[config.mk]
export PLATFORM = sky130hd
export DESIGN_NAME = elink_cfg_top
export DESIGN_NICKNAME = d
export VERILOG_FILES = /design/src/source/elink_cfg_pkg.sv /design/src/source/elink_cfg_top.sv /design/src/source/ecfg_clk_div.sv /design/src/source/ecfg_reset_seq.sv /design/src/source/ecfg_regs.sv
export SDC_FILE = /design/constraint.sdc
export NUM_CORES = 1
export LEC_CHECK = 0
export ABC_AREA = 1
export BUFFER_PORTS_ARGS = -buffer_cell sky130_fd_sc_hd__buf_4
export CAP_MARGIN = 10
export CORE_ASPECT_RATIO = 0.8
export CORE_UTILIZATION = 46
export CTS_CLUSTER_DIAMETER = 100
export CTS_CLUSTER_SIZE = 20
export DETAILED_ROUTE_END_ITERATION = 8
export PLACE_DENSITY_LB_ADDON = 0.15
export SETUP_SLACK_MARGIN = 0.5
export SKIP_CTS_REPAIR_TIMING = 1
export SLEW_MARGIN = 20
export SYNTH_ARGS = -nofsm -noshare
export SYNTH_HDL_FRONTEND = slang
export SYNTH_HIERARCHICAL = 1
export SYNTH_SLANG_ARGS = --single-unit
[constraint.sdc]
create_clock -name sys_clk -period 1.55 [get_ports sys_clk]
set_input_delay 0.3875 -clock sys_clk [delete_from_list [all_inputs] [get_ports sys_clk]]
set_output_delay 0.3875 -clock sys_clk [all_outputs]
set_load 0.01 [all_outputs]
[src/source/elink_cfg_pkg.sv]
/*
 shared definitions for the link configuration block
 register map, reset timing constants, register views and host request
 imported by wildcard into every module of the block
*/
package elink_cfg_pkg;

   // ##########################################################
   // register map
   // ##########################################################
   localparam int reg_idx_w = 5;                    // word index, addr[6:2]

   localparam logic [reg_idx_w-1:0] reg_reset   = 5'd0;
   localparam logic [reg_idx_w-1:0] reg_clk     = 5'd1;
   localparam logic [reg_idx_w-1:0] reg_coreid  = 5'd2;
   localparam logic [reg_idx_w-1:0] reg_version = 5'd3;

   localparam logic [11:0] default_coreid  = 12'h808; // row 8, col 2
   localparam logic [15:0] default_version = 16'h0000;

   // ##########################################################
   // reset sequencer
   // ##########################################################
   localparam int reset_hold_cycles = 16;           // link reset stretch after soft reset
   localparam int hold_cnt_w        = $clog2(reset_hold_cycles + 1);
   localparam logic [hold_cnt_w-1:0] hold_last = hold_cnt_w'(reset_hold_cycles - 1);

   // sequencer state codes
   localparam logic [1:0] st_idle     = 2'd0;
   localparam logic [1:0] st_asserted = 2'd1;
   localparam logic [1:0] st_hold     = 2'd2;

   localparam int div_w = 4;                        // tick divider width

   // clock settings word, written whole, read as fields by the divider
   typedef union packed {
      logic [15:0] raw;
      struct packed {
         logic [6:0]       rsvd;
         logic [3:0]       pll_mult;               // passed straight out to the pll
         logic             clk_en;
         logic [div_w-1:0] clk_div;                // tick period minus one
      } fields;
   } ecfg_clk_u;

   // chip coordinates word
   typedef union packed {
      logic [11:0] raw;
      struct packed {
         logic [3:0] row_id;
         logic [1:0] rsvd_hi;
         logic [3:0] col_id;
         logic [1:0] rsvd_lo;
      } fields;
   } ecfg_coreid_u;

   // host strobes, no handshake
   typedef struct packed {
      logic        en;
      logic        we;                             // 1 = write, 0 = read
      logic [19:0] addr;                           // byte address
      logic [31:0] din;
   } mi_req_t;

endpackage
[src/source/elink_cfg_top.sv]
/*
 top of the link configuration block
 host strobes in, link reset, tick, chip ids and raw clock settings out
*/
`timescale 1ns/1ps

module elink_cfg_top import elink_cfg_pkg::*; (
   input  logic         sys_clk,
   input  logic         hard_reset,
   input  mi_req_t      mi_req,
   output logic [31:0]  mi_dout,
   output logic         link_reset,
   output logic         tick,
   output logic [15:0]  clk_settings,
   output logic [3:0]   row_id,
   output logic [3:0]   col_id
);

   logic      soft_reset;                        // register bit to sequencer
   ecfg_clk_u clk_cfg;

   ecfg_regs i_regs (
      .sys_clk    (sys_clk),
      .hard_reset (hard_reset),
      .mi_req     (mi_req),
      .mi_dout    (mi_dout),
      .soft_reset (soft_reset),
      .clk_cfg    (clk_cfg),
      .row_id     (row_id),
      .col_id     (col_id)
   );

   ecfg_reset_seq i_reset_seq (
      .sys_clk    (sys_clk),
      .hard_reset (hard_reset),
      .soft_reset (soft_reset),
      .link_reset (link_reset)
   );

   // divider held while the link is in reset
   ecfg_clk_div i_clk_div (
      .sys_clk    (sys_clk),
      .hard_reset (hard_reset),
      .clk_cfg    (clk_cfg),
      .link_reset (link_reset),
      .tick       (tick)
   );

   assign clk_settings = clk_cfg.raw;            // pll settings as written

endmodule

[src/source/ecfg_clk_div.sv]
/*
 transmit tick divider
 one cycle tick every clk_div+1 cycles while clk_en is set and the link is out of reset
*/
`timescale 1ns/1ps

module ecfg_clk_div import elink_cfg_pkg::*; (
   input  logic      sys_clk,
   input  logic      hard_reset,
   input  ecfg_clk_u clk_cfg,
   input  logic      link_reset,
   output logic      tick
);

   logic [div_w-1:0] cnt;
   logic [div_w-1:0] div_q;                      // period latched at start of period
   logic [div_w-1:0] div_eff;
   logic             run;
   logic             tick_q;

   assign run     = clk_cfg.fields.clk_en & ~link_reset;
   assign div_eff = (cnt == '0) ? clk_cfg.fields.clk_div : div_q; // new divide at wrap

   always_ff @(posedge sys_clk) begin
      if (hard_reset) begin
         cnt    <= '0;
         tick_q <= 1'b0;
      end else if (!run) begin
         cnt    <= '0;                           // restart on hold or disable
         tick_q <= 1'b0;
      end else if (cnt == div_eff) begin
         cnt    <= '0;
         tick_q <= 1'b1;
      end else begin
         cnt    <= cnt + 1'b1;
         tick_q <= 1'b0;
      end
   end

   // capture the period at each period start
   always_ff @(posedge sys_clk) begin
      if (cnt == '0)
         div_q <= clk_cfg.fields.clk_div;
   end

   assign tick = tick_q & ~link_reset;           // no tick leaks into a fresh link reset

   // tick low under link reset, count parked at zero from the next cycle
   a_no_tick_in_reset: assert property (
      @(posedge sys_clk) disable iff (hard_reset)
      link_reset |-> !tick ##1 (!link_reset || cnt == '0)
   );

endmodule

[src/source/ecfg_reset_seq.sv]
/*
 link reset sequencer
 follows the soft reset bit and stretches its release by a fixed hold time
 so the link sees a clean minimum reset pulse
*/
`timescale 1ns/1ps

module ecfg_reset_seq import elink_cfg_pkg::*; (
   input  logic sys_clk,
   input  logic hard_reset,
   input  logic soft_reset,
   output logic link_reset
);

   logic [1:0]            state;
   logic [hold_cnt_w-1:0] hold_cnt;              // cycles left in hold, minus one

   // ##########################################################
   // state machine
   // ##########################################################
   always_ff @(posedge sys_clk) begin
      if (hard_reset) begin
         state    <= st_idle;
         hold_cnt <= '0;
      end else begin
         case (state)
            st_idle: begin
               if (soft_reset)
                  state <= st_asserted;
            end
            st_asserted: begin
               if (!soft_reset) begin
                  state    <= st_hold;
                  hold_cnt <= hold_last;         // preload full hold
               end
            end
            st_hold: begin
               if (soft_reset)
                  state <= st_asserted;          // re-armed mid hold
               else if (hold_cnt == '0)
                  state <= st_idle;
               else
                  hold_cnt <= hold_cnt - 1'b1;
            end
            default: state <= st_idle;
         endcase
      end
   end

   // high in asserted and hold
   assign link_reset = (state != st_idle);

   // ##########################################################
   // checks
   // ##########################################################

   // soft reset always reaches the link one cycle later
   a_follow: assert property (
      @(posedge sys_clk) disable iff (hard_reset)
      soft_reset |=> link_reset
   );

   a_hold_range: assert property (
      @(posedge sys_clk) disable iff (hard_reset)
      hold_cnt <= hold_last
   );

endmodule

[src/source/ecfg_regs.sv]
/*
 memory mapped configuration registers of the link
 full 32-bit word writes only, readback registered one cycle after the read strobe
 all registers cleared by hard_reset alone
*/
`timescale 1ns/1ps

module ecfg_regs import elink_cfg_pkg::*; (
   input  logic         sys_clk,
   input  logic         hard_reset,
   input  mi_req_t      mi_req,
   output logic [31:0]  mi_dout,
   output logic         soft_reset,
   output ecfg_clk_u    clk_cfg,
   output logic [3:0]   row_id,
   output logic [3:0]   col_id
);

   logic [reg_idx_w-1:0] idx;                    // word index from byte address
   logic                 wr;
   logic                 rd;

   logic                 reset_q;
   ecfg_clk_u            clk_q;
   ecfg_coreid_u         coreid_q;
   logic [15:0]          version_q;

   // ##########################################################
   // decode
   // ##########################################################
   assign idx = mi_req.addr[reg_idx_w+1:2];
   assign wr  = mi_req.en & mi_req.we;
   assign rd  = mi_req.en & ~mi_req.we;

   // ##########################################################
   // writable registers
   // ##########################################################

   // soft reset bit, level to the sequencer
   always_ff @(posedge sys_clk) begin
      if (hard_reset)
         reset_q <= 1'b0;
      else if (wr && idx == reg_reset)
         reset_q <= mi_req.din[0];
   end

   // clock settings, zero after reset so tick is off
   always_ff @(posedge sys_clk) begin
      if (hard_reset)
         clk_q.raw <= '0;
      else if (wr && idx == reg_clk)
         clk_q.raw <= mi_req.din[15:0];
   end

   always_ff @(posedge sys_clk) begin
      if (hard_reset)
         coreid_q.raw <= default_coreid;
      else if (wr && idx == reg_coreid)
         coreid_q.raw <= mi_req.din[11:0];
   end

   always_ff @(posedge sys_clk) begin
      if (hard_reset)
         version_q <= default_version;
      else if (wr && idx == reg_version)
         version_q <= mi_req.din[15:0];
   end

   assign soft_reset = reset_q;
   assign clk_cfg    = clk_q;
   assign row_id     = coreid_q.fields.row_id;    // bits 11:8
   assign col_id     = coreid_q.fields.col_id;    // bits 5:2

   // ##########################################################
   // readback
   // ##########################################################

   // one cycle pipeline, dout held between reads
   always_ff @(posedge sys_clk) begin
      if (hard_reset) begin
         mi_dout <= '0;
      end else if (rd) begin
         case (idx)
            reg_reset:   mi_dout <= {31'b0, reset_q};
            reg_clk:     mi_dout <= {24'b0, clk_q.raw[7:0]};  // low byte only
            reg_coreid:  mi_dout <= {20'b0, coreid_q.raw};
            reg_version: mi_dout <= {16'b0, version_q};
            default:     mi_dout <= '0;                       // unmapped
         endcase
      end
   end

   // unmapped index reads back as zero on the following cycle
   a_unmapped_zero: assert property (
      @(posedge sys_clk) disable iff (hard_reset)
      (rd && idx > reg_version) |=> (mi_dout == '0)
   );

endmodule

==> metrics.md <==
| Metric | Value |
|---|---|
| Status | complete, no violations |
| Ratio of cells with drive above 1 in the final layout | between 50 and 60% |
| Die height | 82.0 um |
| Clk Tree Root Cell | sky130_fd_sc_hd__clkbuf_8 |
| Max_cap viols | 0 |
| Worst clock skew | 0.00925 ns |
| Endpoint class of the critical path | flip-flop |
| Floorplan Core Area | approximately 7600 um^2 |
| Power after layout | between 4 and 5 mW |
| Fill cell instance count of the final layout | 494 |
| Clock net sink count | 77 |
| Hold Fails Final Rpt | 0 |
| Number of warnings reported in the yosys synthesis log | 6 |
| Mapped Avg Cell Area | 7.80 um^2 |
| Unrepaired setup endpoints after global routing | yes |
| Pin count of the biggest net entering global routing | 50 |
| Netlist cell types | 35 |
| Pre-Repair DR Iteration Count | 5 |
| Ports | approximately 110 |
| Initial cell density of the core | approximately half |
| DR DRC count | 0 |
| Endpoints failing setup | 0 |
| Count of pins over their slew limit | 0 |
| Sequential-to-total area share from yosys stat | 41.9% |
| Final net count | 653 |
| Area growth syn-to-layout | 60.5% |
| Wire length of the first global-routing pass | 13,800 um |
| Routability congestion estimate from global placement | around 0.8 |
| DP Wirelength | 6020 um |
| Lkg Pwr | 2.65 nW |
| Critical-path maximum fanout | 6 |
| Horizontal die dimension | 102 um |
| FF+latch count, synth | 77 |
| Final Instance Area | 5910 um^2 |
| Share of the core filled with cells | ~78% |
| Maximum VDD drop | between 0.0005 and 0.0006 V |
| Setup_tns | 0 ns |
| Post-route clock period utilization | 95.4% |
| Data arrival time at the worst-slack endpoint | 1.72 ns |
| Avg WL per Cell | 16.6 um |
| Initial antenna violation count | 0 |
| Number of global-route vias before repair | 2,997 |
| Combined area of all synthesized cells | 3680 um^2 |
| Post-synthesis cell count | approximately 470 |
| TritonCTS clock tree | yes |
| # H-tree levels | 3 |
| Startpoint kind of the worst setup timing path | flip-flop |
| Post-layout minimum cycle time | 1.48 ns |
| Hold Worst Slack | between 0.2 and 0.3 ns |
| Remaining antenna violation count | 0 |
| Buffers from clock root to sink, at most | 2 |
| Vias per cell | between 5 and 6 |
| Type of the worst setup path | reg2reg |
| Diodes inserted | 0 |
| Total clock buffers created by CTS | 9 |
| Maximum clock frequency | 676 MHz |
| Post-Route WL | between 10,000 and 15,000 um |
| Worst EP required | 1.79 ns |
| Register clock-pin slew on the reported worst setup and hold paths | 0.08 ns |
| Post-place instance area | 4300 um^2 |
| Clock latency at the later pin of the worst-skew pair | between 0.3 and 0.4 ns |
| DRT iter0 DRCs | 286 |
| Total via count after detailed routing | around 3,800 |
| Power per cell area | 718 nW/um^2 |
| Class of the tightest hold or removal check | in2reg |
| Number of placement rows | 28 |
| IO buf count | 66 |
| Area enclosed by the die boundary | 8370 um^2 |
| Global route total overflow | 0 |
| Total track usage | approximately a fifth |
## logic make-up after synthesis
kind of cell / synth area share, %
AND/OR/NAND/NOR: 27.3
adder cells (fa/ha/maj): 1.02
XOR/XNOR: 0.476
other: 0.102
buffers and inverters: 14.1
AO/OA/AOI/OAI: 15.1
flip-flops: 41.9
## cells in the final DEF, fill, tap and decap left out, drive strengths merged
cell    instances
buf           135
nand2          81
dfxtp          77
o21ai          53
nor2           52
a21oi          46
inv            45
nand3          31
nand4          19
conb           16
clkbuf         14
nor3            9
clkinv          7
bufinv          3
nand3b          3
ha              3
o211ai          2
xor2            1
xnor2           1
a31oi           1
## worst paths after layout
path,start,end,slack (ns),depth (start not counted)
worst min-delay path,mi_req[10],i_regs/version_q[10],0.28,3
worst max-delay path,i_clk_div/cnt[1],i_clk_div/cnt[2],0.07,10
worst max register to register,i_clk_div/cnt[1],i_clk_div/cnt[2],0.07,10
worst min register to register,i_clk_div/cnt[0],i_clk_div/cnt[0],0.45,1
## sequential cells by signal, summed over array words and instances, names as in the netlist
register,flops
i_clk_div/div_q,4
i_regs/clk_cfg,16
i_reset_seq/hold_cnt,5
i_regs/version_q,16
i_regs/soft_reset,1
i_clk_div/tick_q,1
i_regs/mi_dout,16
i_clk_div/cnt,4
i_reset_seq/state,2
i_regs/coreid_q,12
## synthesized netlist by cell type
cell	n	area share [%]
sky130_fd_sc_hd__dfxtp_1	77	42
sky130_fd_sc_hd__nand2_1	71	7.2
sky130_fd_sc_hd__nor2_1	44	4.5
sky130_fd_sc_hd__inv_1	41	4.2
sky130_fd_sc_hd__o21ai_0	40	5.4
sky130_fd_sc_hd__a21oi_1	38	5.2
sky130_fd_sc_hd__buf_4	28	5.7
sky130_fd_sc_hd__nand3_1	26	3.5
sky130_fd_sc_hd__nand4_1	18	3.1
sky130_fd_sc_hd__o21ai_1	11	1.5
sky130_fd_sc_hd__a21oi_2	8	1.9
sky130_fd_sc_hd__nand2_2	8	1.4
sky130_fd_sc_hd__nor3_1	8	1.1
sky130_fd_sc_hd__buf_6	7	2.1
sky130_fd_sc_hd__clkbuf_1	7	0.71
sky130_fd_sc_hd__nor2_4	6	1.8
sky130_fd_sc_hd__buf_2	4	0.54
sky130_fd_sc_hd__ha_1	3	1.0
sky130_fd_sc_hd__inv_2	3	0.31
sky130_fd_sc_hd__nand3_2	3	0.82
sky130_fd_sc_hd__nand3b_1	3	0.61
sky130_fd_sc_hd__nand2_4	2	0.61
sky130_fd_sc_hd__nand3_4	2	0.95
sky130_fd_sc_hd__o211ai_1	2	0.41
sky130_fd_sc_hd__o21ai_2	2	0.48
sky130_fd_sc_hd__a31oi_1	1	0.17
sky130_fd_sc_hd__buf_8	1	0.41
sky130_fd_sc_hd__clkinv_2	1	0.14
sky130_fd_sc_hd__conb_1	1	0.10
sky130_fd_sc_hd__nand4_4	1	0.58
sky130_fd_sc_hd__nor2_2	1	0.17
sky130_fd_sc_hd__nor2_8	1	0.54
sky130_fd_sc_hd__nor3_4	1	0.44
sky130_fd_sc_hd__xnor2_1	1	0.24
sky130_fd_sc_hd__xor2_1	1	0.24
## critical path, stage by stage, from the launching register on
cell and delay (ns):
sky130_fd_sc_hd__dfxtp_4 0.37, sky130_fd_sc_hd__inv_4 0.06, sky130_fd_sc_hd__ha_4 0.20, sky130_fd_sc_hd__buf_6 0.13, sky130_fd_sc_hd__nand3b_1 0.09, sky130_fd_sc_hd__nand3_1 0.10
sky130_fd_sc_hd__nand2_1 0.08, sky130_fd_sc_hd__nor2_2 0.12, sky130_fd_sc_hd__nand2_2 0.10, sky130_fd_sc_hd__nand2_4 0.08, sky130_fd_sc_hd__nor2_1 0.04
## metrics by stage
| stage | worst slack (ns) | std cells |
|---|---|---|
| 2_1_floorplan | 0.262 | 487 |
| 3_3_place_gp | 0.0428 | 630 |
| 6_report | 0.0712 | 704 |
| 4_1_cts | -0.0203 | 646 |
| 5_1_grt | 0.00842 | 704 |
| 3_5_place_dp | 0.0260 | 630 |
## layer usage
layer,vias to the layer above,part of all wire (%),global-route usage [%]
met5,-,0,0
met4,0,2.5,5.14
met3,26,5.8,6.81
met2,143,51,35.0
met1,1852,41,27.0
li1,1765,-,-
## report_power, final
part           switching [mW]  internal [mW]  total (mW)
Clock                   0.754           1.07        1.82
Sequential             0.0134           1.98        1.99
Combinational           0.234          0.190       0.424
Total                    1.00           3.24        4.24
## area by class of cell
class                      count  area, um^2  area share (%)
multi-input combinational    318        2140            36.2
sequential                    77        1620            27.4
timing repair buffer         139        1500            25.5
inverter                      45         221            3.75
tap                          105         131            2.22
clock buffer                  10         128            2.16
clock inverter                 6         109            1.84
timing repair inverter         4        57.6           0.974
Note: power is estimated with default switching activity, not from simulation.
